[src/design/bridge_defines.svh]
/*
 * bus widths shared by the bridge package and the RTL
 */
`ifndef BRIDGE_DEFINES_SVH
`define BRIDGE_DEFINES_SVH

// byte addressed, one 32-bit word per beat
`define BRIDGE_ADDR_W 32
`define BRIDGE_DATA_W 32

// one strobe per byte lane
`define BRIDGE_STRB_W 4

`endif

[src/design/bridge_pkg.sv]
/*
 * enums for port and arbiter states and data opcodes
 * packed structs for cpu requests, port-to-arbiter requests, axi payloads
 */
`include "bridge_defines.svh"

package bridge_pkg;

    typedef enum logic [2:0] {
        MEM_LB, MEM_LBU, MEM_LH, MEM_LHU, MEM_LW, MEM_SB, MEM_SH, MEM_SW
    } mem_op_e;

    typedef enum logic [1:0] {PORT_IDLE, PORT_WAIT, PORT_DONE} port_state_e;

    typedef enum logic [2:0] {ARB_IDLE, ARB_AR, ARB_R, ARB_AW_W, ARB_B} arb_state_e;

    typedef struct packed {
        logic                      valid;  // one-cycle strobe
        logic [`BRIDGE_ADDR_W-1:0] addr;
    } ifetch_req_t;

    typedef struct packed {
        logic                      valid;
        mem_op_e                   op;
        logic [`BRIDGE_ADDR_W-1:0] addr;
        logic [`BRIDGE_DATA_W-1:0] wdata;  // unshifted, low bits hold the value
    } data_req_t;

    typedef struct packed {
        logic                      valid;  // level until grant_done
        logic [`BRIDGE_ADDR_W-1:0] addr;   // word aligned
        logic [2:0]                size;
    } bus_rd_req_t;

    typedef struct packed {
        logic                      valid;
        logic [`BRIDGE_ADDR_W-1:0] addr;
        logic [2:0]                size;
        logic [`BRIDGE_DATA_W-1:0] data;   // already in its lanes
        logic [`BRIDGE_STRB_W-1:0] strb;
    } bus_wr_req_t;

    typedef struct packed {
        logic [`BRIDGE_ADDR_W-1:0] addr;
        logic [2:0]                size;
    } axi_addr_t;

    typedef struct packed {
        logic [`BRIDGE_DATA_W-1:0] data;
        logic [`BRIDGE_STRB_W-1:0] strb;
    } axi_wdata_t;

endpackage

[src/design/ifetch_port.sv]
/*
 * instruction fetch port
 * holds one word read and hands back the word with a done pulse
 */
`timescale 1ns/1ps
`include "bridge_defines.svh"

module ifetch_port import bridge_pkg::*; (
    input  logic                      aclk,
    input  logic                      rst,
    input  ifetch_req_t               i_req,
    output logic                      i_busy,
    output logic                      i_done,
    output logic [`BRIDGE_DATA_W-1:0] i_rdata,
    output bus_rd_req_t               rd_req,
    input  logic                      grant_done,
    input  logic [`BRIDGE_DATA_W-1:0] bus_rdata
);
    port_state_e               state;
    logic [`BRIDGE_ADDR_W-1:0] addr_q;
    logic [`BRIDGE_DATA_W-1:0] rdata_q;
    logic                      accept;

    assign accept = i_req.valid && (state != PORT_WAIT);

    always_ff @(posedge aclk) begin
        if (rst) begin
            state <= PORT_IDLE;
        end else begin
            case (state)
                PORT_WAIT: if (grant_done) state <= PORT_DONE;
                // done cycle can take the next strobe straight away
                default:   state <= accept ? PORT_WAIT : PORT_IDLE;
            endcase
        end
    end

    always_ff @(posedge aclk) begin
        if (accept) addr_q <= i_req.addr;
        if (state == PORT_WAIT && grant_done) rdata_q <= bus_rdata;
    end

    assign i_busy  = (state == PORT_WAIT);
    assign i_done  = (state == PORT_DONE);
    assign i_rdata = rdata_q;

    // always a full word
    assign rd_req.valid = (state == PORT_WAIT);
    assign rd_req.addr  = addr_q;
    assign rd_req.size  = 3'd2;

    // fetch addresses come from a pc, never misaligned
    a_fetch_aligned: assert property (@(posedge aclk) disable iff (rst)
        accept |-> i_req.addr[1:0] == 2'b00);

endmodule

[src/design/data_port.sv]
/*
 * data port for loads and stores of byte, half and word
 * builds lane-shifted write data and strobes, extends load results
 */
`timescale 1ns/1ps
`include "bridge_defines.svh"

module data_port import bridge_pkg::*; (
    input  logic                      aclk,
    input  logic                      rst,
    input  data_req_t                 d_req,
    output logic                      d_busy,
    output logic                      d_done,
    output logic [`BRIDGE_DATA_W-1:0] d_rdata,
    output bus_rd_req_t               rd_req,
    output bus_wr_req_t               wr_req,
    input  logic                      grant_done,
    input  logic [`BRIDGE_DATA_W-1:0] bus_rdata
);
    port_state_e               state;
    mem_op_e                   op_q;
    logic [`BRIDGE_ADDR_W-1:0] addr_q;
    logic [`BRIDGE_DATA_W-1:0] wdata_q;
    logic [`BRIDGE_DATA_W-1:0] rdata_q;
    logic                      accept;
    logic                      is_store;
    logic [2:0]                size;
    logic [`BRIDGE_DATA_W-1:0] lane_word;  // returned word shifted down to lane 0
    logic [`BRIDGE_DATA_W-1:0] load_val;

    // axi size code from the opcode
    function automatic logic [2:0] op_size(input mem_op_e op);
        case (op)
            MEM_LB, MEM_LBU, MEM_SB: return 3'd0;
            MEM_LH, MEM_LHU, MEM_SH: return 3'd1;
            default:                 return 3'd2;
        endcase
    endfunction

    assign accept   = d_req.valid && (state != PORT_WAIT);
    assign is_store = op_q inside {MEM_SB, MEM_SH, MEM_SW};
    assign size     = op_size(op_q);

    always_ff @(posedge aclk) begin
        if (rst) begin
            state <= PORT_IDLE;
        end else begin
            case (state)
                PORT_WAIT: if (grant_done) state <= PORT_DONE;
                default:   state <= accept ? PORT_WAIT : PORT_IDLE;
            endcase
        end
    end

    always_ff @(posedge aclk) begin
        if (accept) begin
            op_q    <= d_req.op;
            addr_q  <= d_req.addr;
            wdata_q <= d_req.wdata;
        end
        if (state == PORT_WAIT && grant_done) rdata_q <= load_val;
    end

    // loads read the whole word, the lane is picked here
    assign lane_word = bus_rdata >> {addr_q[1:0], 3'b000};

    always_comb begin
        case (op_q)
            MEM_LB:  load_val = {{24{lane_word[7]}}, lane_word[7:0]};
            MEM_LBU: load_val = {24'd0, lane_word[7:0]};
            MEM_LH:  load_val = {{16{lane_word[15]}}, lane_word[15:0]};
            MEM_LHU: load_val = {16'd0, lane_word[15:0]};
            default: load_val = bus_rdata;
        endcase
    end

    assign d_busy  = (state == PORT_WAIT);
    assign d_done  = (state == PORT_DONE);
    assign d_rdata = rdata_q;

    assign rd_req.valid = (state == PORT_WAIT) && !is_store;
    assign rd_req.addr  = {addr_q[`BRIDGE_ADDR_W-1:2], 2'b00};
    assign rd_req.size  = size;

    // writes keep the byte address, strobes mark the lanes
    assign wr_req.valid = (state == PORT_WAIT) && is_store;
    assign wr_req.addr  = addr_q;
    assign wr_req.size  = size;
    assign wr_req.data  = wdata_q << {addr_q[1:0], 3'b000};

    always_comb begin
        case (op_q)
            MEM_SB:  wr_req.strb = 4'b0001 << addr_q[1:0];
            MEM_SH:  wr_req.strb = addr_q[1] ? 4'b1100 : 4'b0011;
            default: wr_req.strb = 4'b1111;
        endcase
    end

    a_data_aligned: assert property (@(posedge aclk) disable iff (rst)
        accept |-> (!(d_req.op inside {MEM_LH, MEM_LHU, MEM_SH}) || !d_req.addr[0])
               && (!(d_req.op inside {MEM_LW, MEM_SW}) || d_req.addr[1:0] == 2'b00));

endmodule

[src/design/axi_arbiter.sv]
/*
 * shares one single-beat axi master between the fetch and data ports
 * alternating priority on ties and one transaction in flight
 */
`timescale 1ns/1ps
`include "bridge_defines.svh"

module axi_arbiter import bridge_pkg::*; (
    input  logic                      aclk,
    input  logic                      rst,
    input  bus_rd_req_t               i_rd_req,
    input  bus_rd_req_t               d_rd_req,
    input  bus_wr_req_t               d_wr_req,
    output logic                      i_grant_done,
    output logic                      d_grant_done,
    output logic [`BRIDGE_DATA_W-1:0] bus_rdata,
    output axi_addr_t                 ar,
    output logic                      arvalid,
    input  logic                      arready,
    input  logic [`BRIDGE_DATA_W-1:0] rdata,
    input  logic                      rvalid,
    output logic                      rready,
    output axi_addr_t                 aw,
    output logic                      awvalid,
    input  logic                      awready,
    output axi_wdata_t                w,
    output logic                      wvalid,
    input  logic                      wready,
    input  logic                      bvalid,
    output logic                      bready
);
    arb_state_e state;
    logic       last_was_data;  // set after reset so fetch wins the first tie
    logic       grant_data;     // current grant belongs to the data port
    logic       awvalid_q;
    logic       wvalid_q;
    axi_addr_t  ar_q;
    axi_addr_t  aw_q;
    axi_wdata_t w_q;
    logic       i_want;
    logic       d_want;
    logic       pick_i;
    logic       r_end;
    logic       b_end;

    assign i_want = i_rd_req.valid;
    assign d_want = d_rd_req.valid || d_wr_req.valid;
    assign pick_i = i_want && (!d_want || last_was_data);

    always_ff @(posedge aclk) begin
        if (rst) begin
            state         <= ARB_IDLE;
            last_was_data <= 1'b1;
            grant_data    <= 1'b0;
            awvalid_q     <= 1'b0;
            wvalid_q      <= 1'b0;
        end else begin
            case (state)
                ARB_IDLE: begin
                    if (pick_i) begin
                        grant_data    <= 1'b0;
                        last_was_data <= 1'b0;
                        state         <= ARB_AR;
                    end else if (d_want) begin
                        grant_data    <= 1'b1;
                        last_was_data <= 1'b1;
                        if (d_wr_req.valid) begin
                            awvalid_q <= 1'b1;  // aw and w go up together
                            wvalid_q  <= 1'b1;
                            state     <= ARB_AW_W;
                        end else begin
                            state <= ARB_AR;
                        end
                    end
                end
                ARB_AR: if (arready) state <= ARB_R;
                ARB_R:  if (rvalid) state <= ARB_IDLE;
                ARB_AW_W: begin
                    if (awready) awvalid_q <= 1'b0;
                    if (wready) wvalid_q <= 1'b0;
                    // both channels accepted now or earlier
                    if ((awready || !awvalid_q) && (wready || !wvalid_q)) state <= ARB_B;
                end
                ARB_B:   if (bvalid) state <= ARB_IDLE;
                default: state <= ARB_IDLE;
            endcase
        end
    end

    // payloads follow the requests while idle and hold once granted
    always_ff @(posedge aclk) begin
        if (state == ARB_IDLE) begin
            if (pick_i) begin
                ar_q.addr <= i_rd_req.addr;
                ar_q.size <= i_rd_req.size;
            end else begin
                ar_q.addr <= d_rd_req.addr;
                ar_q.size <= d_rd_req.size;
            end
            aw_q.addr <= d_wr_req.addr;
            aw_q.size <= d_wr_req.size;
            w_q.data  <= d_wr_req.data;
            w_q.strb  <= d_wr_req.strb;
        end
    end

    assign ar      = ar_q;
    assign arvalid = (state == ARB_AR);
    assign rready  = (state == ARB_R);
    assign aw      = aw_q;
    assign awvalid = awvalid_q;
    assign w       = w_q;
    assign wvalid  = wvalid_q;
    assign bready  = (state == ARB_B);

    assign r_end        = (state == ARB_R) && rvalid;
    assign b_end        = (state == ARB_B) && bvalid;
    assign i_grant_done = r_end && !grant_data;
    assign d_grant_done = (r_end && grant_data) || b_end;
    assign bus_rdata    = rdata;  // sampled by the port on its grant pulse

    a_ar_hold: assert property (@(posedge aclk) disable iff (rst)
        arvalid && !arready |=> arvalid && $stable(ar));

    a_one_done: assert property (@(posedge aclk) disable iff (rst)
        !(i_grant_done && d_grant_done));

    // r phase opens on an ar accept and lasts until the r beat
    a_rready_in_r: assert property (@(posedge aclk) disable iff (rst)
        rready |-> $past(arvalid && arready) || $past(rready && !rvalid));

endmodule

[src/design/mem_bridge_top.sv]
/*
 * memory bridge top, fetch port and data port sharing one axi bus
 */
`timescale 1ns/1ps
`include "bridge_defines.svh"

module mem_bridge_top import bridge_pkg::*; (
    input  logic                      aclk,
    input  logic                      rst,
    input  ifetch_req_t               i_req,
    output logic                      i_busy,
    output logic                      i_done,
    output logic [`BRIDGE_DATA_W-1:0] i_rdata,
    input  data_req_t                 d_req,
    output logic                      d_busy,
    output logic                      d_done,
    output logic [`BRIDGE_DATA_W-1:0] d_rdata,
    output axi_addr_t                 ar,
    output logic                      arvalid,
    input  logic                      arready,
    input  logic [`BRIDGE_DATA_W-1:0] rdata,
    input  logic                      rvalid,
    output logic                      rready,
    output axi_addr_t                 aw,
    output logic                      awvalid,
    input  logic                      awready,
    output axi_wdata_t                w,
    output logic                      wvalid,
    input  logic                      wready,
    input  logic                      bvalid,
    output logic                      bready
);
    bus_rd_req_t               i_rd_req;
    bus_rd_req_t               d_rd_req;
    bus_wr_req_t               d_wr_req;
    logic                      i_grant_done;
    logic                      d_grant_done;
    logic [`BRIDGE_DATA_W-1:0] bus_rdata;  // shared by both ports

    ifetch_port u_ifetch_port (
        .aclk       (aclk),
        .rst        (rst),
        .i_req      (i_req),
        .i_busy     (i_busy),
        .i_done     (i_done),
        .i_rdata    (i_rdata),
        .rd_req     (i_rd_req),
        .grant_done (i_grant_done),
        .bus_rdata  (bus_rdata)
    );

    data_port u_data_port (
        .aclk       (aclk),
        .rst        (rst),
        .d_req      (d_req),
        .d_busy     (d_busy),
        .d_done     (d_done),
        .d_rdata    (d_rdata),
        .rd_req     (d_rd_req),
        .wr_req     (d_wr_req),
        .grant_done (d_grant_done),
        .bus_rdata  (bus_rdata)
    );

    axi_arbiter u_axi_arbiter (
        .aclk         (aclk),
        .rst          (rst),
        .i_rd_req     (i_rd_req),
        .d_rd_req     (d_rd_req),
        .d_wr_req     (d_wr_req),
        .i_grant_done (i_grant_done),
        .d_grant_done (d_grant_done),
        .bus_rdata    (bus_rdata),
        .ar           (ar),
        .arvalid      (arvalid),
        .arready      (arready),
        .rdata        (rdata),
        .rvalid       (rvalid),
        .rready       (rready),
        .aw           (aw),
        .awvalid      (awvalid),
        .awready      (awready),
        .w            (w),
        .wvalid       (wvalid),
        .wready       (wready),
        .bvalid       (bvalid),
        .bready       (bready)
    );

endmodule

[config.mk]
export PLATFORM = sky130hd
export DESIGN_NAME = mem_bridge_top
export DESIGN_NICKNAME = d
export VERILOG_FILES = /design/src/design/bridge_pkg.sv /design/src/design/ifetch_port.sv /design/src/design/data_port.sv /design/src/design/axi_arbiter.sv /design/src/design/mem_bridge_top.sv
export VERILOG_INCLUDE_DIRS = /design/src /design/src/design
export SDC_FILE = /design/constraint.sdc
export NUM_CORES = 1
export LEC_CHECK = 0
export BUFFER_PORTS_ARGS = -buffer_cell sky130_fd_sc_hd__buf_2
export CAP_MARGIN = 10
export CORE_MARGIN = 2
export CORE_UTILIZATION = 34
export CTS_BUF_LIST = sky130_fd_sc_hd__clkbuf_8
export CTS_CLUSTER_SIZE = 24
export DETAILED_ROUTE_END_ITERATION = 10
export MAX_ROUTING_LAYER = met4
export SETUP_SLACK_MARGIN = 0.1
export SLEW_MARGIN = 15
export SYNTH_ARGS = -nofsm -noshare
export SYNTH_HDL_FRONTEND = slang
export SYNTH_HIERARCHICAL = 1
export SYNTH_SLANG_ARGS = --single-unit
[constraint.sdc]
create_clock -name aclk -period 8 [get_ports aclk]
set_input_delay 0.8 -clock aclk [delete_from_list [all_inputs] [get_ports aclk]]
set_output_delay 0.8 -clock aclk [all_outputs]
set_load 0.02 [all_outputs]
==> results of run 1 <==
## layer usage
layer  part of all wire (%)  up-vias  global-route usage, %
met1                     42     3021                   18.2
met5                      0        -                      -
met3                    8.8       44                   5.01
li1                       -     2996                      -
met4                    2.3        0                   5.15
met2                     47      272                   22.9
## sequential cells by signal, summed over array words and instances (netlist names)
name,count
u_data_port/state,2
u_axi_arbiter/ar,35
u_ifetch_port/addr_q,32
u_axi_arbiter/grant_data,1
u_axi_arbiter/w,36
u_axi_arbiter/state,3
u_ifetch_port/state,2
u_axi_arbiter/last_was_data,1
u_data_port/wdata_q,32
u_ifetch_port/i_rdata,32
u_data_port/d_rdata,32
u_axi_arbiter/wvalid,1
u_data_port/addr_q,32
u_axi_arbiter/aw,35
u_data_port/op_q,3
u_axi_arbiter/awvalid,1
## cell type report
cell class              count  share of cell area (%)
well taps                 402                    3.76
flip-flops and latches    280                    62.0
inverters                   3                  0.0842
clock buffers              48                    4.94
multi-input cells         292                    15.2
clock inverters            34                    1.46
diodes                      5                  0.0935
repair buffers            327                    12.4
## cell families (layout without fill, tap and decap cells)
group                  after synthesis  count (layout)  synth area share (%)
AO/OA/AOI/OAI                       77              77                  4.80
other                                3              12                 0.103
buffers and inverters              101             412                  6.31
multiplexers                        70              70                  7.10
AND/OR/NAND/NOR                    138             138                  6.15
flip-flops                         280             280                  75.5
## final timing paths
kind,start,to,slack (ns),cells after the start
hold / removal,d_req[7],u_data_port/wdata_q[7]$_DFFE_PP_,0.43,1
hold reg to reg,u_data_port/addr_q[20]$_DFFE_PP_,u_axi_arbiter/aw[23]$_DFFE_PN_,0.44,0
setup / recovery,u_data_port/op_q[2]$_DFFE_PP_,u_axi_arbiter/ar[14]$_DFFE_PN_,5.00,7
setup reg to reg,u_data_port/op_q[2]$_DFFE_PP_,u_axi_arbiter/ar[14]$_DFFE_PN_,5.00,7
## power groups by stage
| stage | sequential, mW | clock (mW) | combinational (mW) |
|---|---|---|---|
| finish | 1.90 | 1.17 | 0.603 |
| global route | 1.91 | 1.29 | 0.650 |
| CTS | 1.90 | 1.22 | 0.614 |
| detailed placement | 1.93 | 0 | 0.614 |
| global placement | 1.92 | 0 | 0.609 |
| floorplan | 2.12 | 0 | 0.211 |
## worst max-delay path: cells and delay by family (launching register included)
family,cells,cell delay (ns)
AO/OA/AOI/OAI,2,0.39
AND/OR/NAND/NOR,2,0.73
flip-flops,1,0.32
multiplexers,1,0.38
buffers and inverters,2,0.85
## cell usage after synthesis (all sizes together) (2+ instances only)
cell      n
a211oi    9
a21oi    14
a221oi    6
a22oi     8
a31oi     2
and2     12
and3b     2
buf      88
clkbuf   10
clkinv    2
conb      3
dfxtp    11
edfxtp  269
mux2     50
mux2i    19
nand2    63
nand2b    5
nor2     22
nor2b    21
nor3      2
nor3b     3
o21ai    26
o31ai     6
or4       2
==> flow_summary_export.csv, run 1 <==
group,metric,value,unit
timing,rsz0062_at_grt,"false",
setup_path,critical_path.cell_chain,"buf_4 > o21ai_0 > nor3b_1 > nor2_1 > o21ai_4 > buf_4 > mux2_1",
global_route,grt_use_total,14.8,%
global_route,antenna_found_initial,5,
synth,ys_seq_elements,280,
timing,hold_viol,0,
synth,async_flop_share,0,%
cells_and_area,final_cell_mix,"318 x buf_2, 269 x edfxtp_1, 63 x nand2_1",
clock_tree,ctsRootBufferMaster,"clkbuf_8",
route,ant_nets,0,
cells_and_area,stdcell_area,0.0134,mm²
synth,synth_edf_count,269,
route,routed-via-count,6333,
floorplanning,core_area,0.0317,mm²
timing,max_slew.worst_pin.slew,1.02,ns
cells_and_area,nFillCells,2988,
power,p_sw,1.03,mW
timing,setup_viol,0,
timing,slew_viol_final,0,
synth,syn_avg_cell_area,16.4,µm²
cells_and_area,utilization,42.2,%
floorplanning,die_h,184,µm
setup_path,cp.required,8.28,ns
place,dp_slack,5.01,ns
route,vias_per_cell,4.55,
timing,layout_setup_ws,5.00,ns
global_route,grt-ovfl-total,0,
synth,synth_ff_type,"edfxtp_1",
synth,yosysSeqAreaShare,75.5,%
synth,synth_cells,669,
floorplanning,fp-row-count,65,
synth,syn-cell-area,0.0110,mm²
route,dr.first_iter.drc_count,370,
floorplanning,die_width,184,µm
cells_and_area,seqCellArea,0.00830,mm²
power,clkPwrFrac,31.9,%
power,p_seq_share,51.7,%
place,dpl.hpwl,17.0,mm
place,port_buffers,318,
clock_tree,worstSkewPairLatency,0.55,ns
timing,min_period_over_period,37.4,%
setup_path,critPathSlowestCell,"nor3b_1",
place,gp_congestion,0.771,
synth,yosys.area.top_type_share,73.5,%
setup_path,endpoint_kind,"flip-flop",
timing,timing.hold.ws,0.428,ns
setup_path,cpPeakStageDelay,0.56,ns
synth,yosys.area.top_type,"edfxtp_1",
clock_tree,cts_buffers,47,
clock_tree,cts_tree,"yes",
setup_path,crit_type,"reg2reg",
floorplanning,ioPinCount,319,
place,placed_cells,1304,
cells_and_area,final_common_cell,"buf_2",
outcome,status,"finished, final reports clean",
power,power_density,274,mW/mm²
power,intPower,2.64,mW
cells_and_area,final_cell_count_no_fill,1391,
global_route,first_global_vias,6383,
timing,relSlewSlack,31.7,%
floorplanning,die-area,0.0338,mm²
power,power,3.67,mW
synth,synth_area_leaders,"edfxtp_1 74%, buf_4 5.1%, mux2_1 3.6%, nand2_1 2.2%, dfxtp_1 2.0%",
global_route,grt_first_pass_wirelength,36.8,mm
synth,synth.distinct_cells,49,
power,irDropWorstVdd,0.165,mV
cells_and_area,area_growth,21.8,%
place,place_area,0.0125,mm²
setup_path,arrival,3.27,ns
timing,setup_tns,0,ns
route,drt-total-wl,24.9,mm
clock_tree,cts.sinks,280,
timing,fmax,334,MHz
setup_path,cp_max_fo,49,
global_route,grt_max_degree,66,
timing,period_needed,3.00,ns
timing,fin_skew,0.0160,ns
floorplanning,start_util,34.6,%
cells_and_area,multi_input_area,0.00204,mm²
setup_path,cp_common_cell,"buf_4",
synth,yosys_warnings,6,
clock_tree,clk_pin_slew_worst_paths,0.06,ns
route,detail_route.wl_per_cell,17.9,µm
clock_tree,cts.repair.resized,0,
clock_tree,cts-hold-fix-buffers,0,
power,pwr-share-comb,16.4,%
clock_tree,cts_setup_buffers,0,
hold_path,hold_class,"in2reg",
cells_and_area,layout-drive-gt1-share,41.9,%
setup_path,crit_path_start_kind,"flip-flop",
flow_run,drv_cap,0,
route,route.detailed.drc,0,
power,p_leak,5.37,nW
clock_tree,htreeDepth,2,
cells_and_area,fin_nets,1091,
clock_tree,clock_path_buffers,3,
power,swShare,28.0,%
route,drt_first_pass_iters,5,
Power figures use the tool's default switching activity.
==> run 2, diff against run 1 <==
Clock period 8 ns to 3 ns, I/O delays scaled along.
==> run 2 against run 1 <==
Net effect:
- first-iteration DRC count increased by 12%
- cell area is 10% higher
- register-to-register slack lost 4.4 ns
- critical path depth decreased by 1
- sequential power rose to 2.7 times the previous value
- non-clock buffer count is 136 higher
- critical endpoint is now u_axi_arbiter/ar[6]$_DFFE_PN_
- largest power group unchanged
==> flow_summary_export.csv, run 2 (synthesized netlist as in run 1, its figures left out) <==
group,metric,value,unit
power,pwr-share-comb,17.9,%
timing,relSlewSlack,54.2,%
setup_path,r2r.worst_path.cells,6,
power,swShare,28.1,%
setup_path,crit_family,"simple AND/OR/NAND/NOR gates",
route,routed-via-count,6871,
global_route,grtUsageMet3,3.88,%
setup_path,crit_start,"u_data_port/op_q[0]$_DFFE_PP_",
outcome,status,"finished, final reports clean",
route,detail_route.wl_per_cell,17.5,µm
global_route,first_global_vias,7181,
cells_and_area,layout-drive-gt1-share,37.3,%
floorplanning,ioPinCount,319,
setup_path,endpoint_kind,"flip-flop",
setup_path,cp_max_fo,35,
floorplanning,core_area,0.0317,mm²
setup_path,worstReg2RegEnd,"u_axi_arbiter/ar[6]$_DFFE_PN_",
setup_path,cp_num_buf_inv,1,
route,dr.first_iter.drc_count,415,
floorplanning,die_h,184,µm
place,port_buffers,318,
flow_run,drv_cap,0,
setup_path,reg2reg_slack,0.62,ns
power,intPower,7.12,mW
setup_path,critPathSlowestCell,"nor3b_1",
setup_path,crit_type,"reg2reg",
floorplanning,die-area,0.0338,mm²
global_route,grt_max_degree,107,
floorplanning,die_width,184,µm
cells_and_area,largest_reg_flops,36,
cells_and_area,final_common_cell,"buf_2",
clock_tree,ctsRootBufferMaster,"clkbuf_8",
place,dpl.hpwl,17.1,mm
power,power,9.90,mW
global_route,use_met1,19.3,%
clock_tree,clk_pin_slew_worst_paths,0.06,ns
setup_path,critical_path.cell_chain,"o21ai_0 > nor3b_1 > nor2_1 > o21ai_4 > buf_12 > mux2_1",
route,route.detailed.drc,0,
timing,slew_viol_final,0,
setup_path,crit_end,"u_axi_arbiter/ar[6]$_DFFE_PN_",
hold_path,hold_class,"in2reg",
floorplanning,start_util,34.6,%
timing,setup_tns,0,ns
route,ant_nets,0,
global_route,use_met2,25.8,%
power,p_leak,5.93,nW
cells_and_area,fin_nets,1227,
clock_tree,worstSkewPairLatency,0.55,ns
route,vias_per_cell,4.52,
setup_path,cpPeakStageDelay,0.54,ns
cells_and_area,area_growth,34.2,%
setup_path,crit_path_start_kind,"flip-flop",
global_route,antenna_found_initial,0,
timing,fin_skew,0.0250,ns
clock_tree,cts.sinks,280,
cells_and_area,final_cell_mix,"318 x buf_2, 269 x edfxtp_1, 133 x dlygate4sd3_1",
global_route,grt_use_total,15.8,%
clock_tree,cts_tree,"yes",
timing,period_needed,2.38,ns
timing,timing.hold.ws,0.0589,ns
clock_tree,htreeDepth,2,
timing,setup_viol,0,
timing,min_period_over_period,79.5,%
timing,rsz0062_at_grt,"false",
power,p_seq_share,51.2,%
global_route,grt-ovfl-total,0,
hold_path,min_from,"bvalid",
route,drt_first_pass_iters,4,
global_route,grt.busiest_layer,"met2",
global_route,grt_first_pass_wirelength,39.4,mm
setup_path,cp.depth,6,
cells_and_area,utilization,46.5,%
power,irDropWorstVdd,0.448,mV
clock_tree,cts_buffers,47,
clock_tree,clock_path_buffers,3,
setup_path,timing.rr.start,"u_data_port/op_q[0]$_DFFE_PP_",
timing,fmax,420,MHz
setup_path,cp.required,3.28,ns
hold_path,hold_path_depth,4,
power,p_sw,2.78,mW
power,power_density,672,mW/mm²
power,clkPwrFrac,30.9,%
setup_path,arrival,2.66,ns
timing,max_slew.worst_pin.slew,0.685,ns
place,gp_congestion,0.805,
floorplanning,fp-row-count,65,
cells_and_area,antenna-diode-count,0,
timing,hold_viol,0,
clock_tree,cts.repair.resized,0,
route,drt-total-wl,26.6,mm
## run 2: what timing repair did
item,4_1_cts,5_1_grt
hold buffers,133,0
buffers inserted,0,0
hold endpoints to repair,133,0
## run 2: worst min path at each step
| stage | to | slack, ns |
|---|---|---|
| 2_1_floorplan | u_data_port/state[1]$_SDFFE_PP0P_ | 0.37 |
| 3_3_place_gp | u_axi_arbiter/aw[25]$_DFFE_PN_ | 0.43 |
| 3_5_place_dp | u_axi_arbiter/aw[6]$_DFFE_PN_ | 0.43 |
| 4_1_cts | u_axi_arbiter/state[2]$_SDFFE_PP0P_ | 0.008 |
| 5_1_grt | u_axi_arbiter/state[2]$_SDFFE_PP0P_ | 0.04 |
| 6_report | u_axi_arbiter/state[2]$_SDFFE_PP0P_ | 0.06 |
## run 2: routing by layer
metal  part of all wire [%]  vias up  wire [µm]
met5                      0        -          0
met2                     49      284      13000
met3                    7.1       44       1870
met1                     42     3288      11100
li1                       -     3255          -
met4                    2.3        0        604
## run 2: power by group through the flow
| stage | Sequential (mW) | Combinational [mW] | Clock [mW] |
|---|---|---|---|
| 2_1_floorplan | 5.62 | 0.566 | 0 |
| 3_3_place_gp | 5.14 | 1.64 | 0 |
| 3_5_place_dp | 5.15 | 1.66 | 0 |
| 4_1_cts | 5.08 | 1.79 | 3.18 |
| 5_1_grt | 5.12 | 1.90 | 3.34 |
| 6_report | 5.07 | 1.77 | 3.06 |
## run 2: stage by stage
step	instance area, µm²	std cells	setup slack [ns]
2_1_floorplan	11000	673	-0.402
3_3_place_gp	12600	1307	0.758
3_5_place_dp	12600	1307	0.631
4_1_cts	14700	1520	0.608
5_1_grt	14700	1520	0.483
6_report	14700	1520	0.616
## run 2: final cells by class
class / count / area (µm²)
clock buffer: 49 / 674
clock inverter: 31 / 161
fill: 2780 / 17000
inverter: 3 / 11.3
multi-input combinational: 292 / 2040
sequential: 280 / 8300
tap: 402 / 503
timing repair buffer: 463 / 3050
## run 2: worst min-delay path, delay by kind of cell
family | cells | cell delay (ns)
buf+inv | 1 | 0.10
simple gates | 2 | 0.10
compound gates | 1 | 0.05
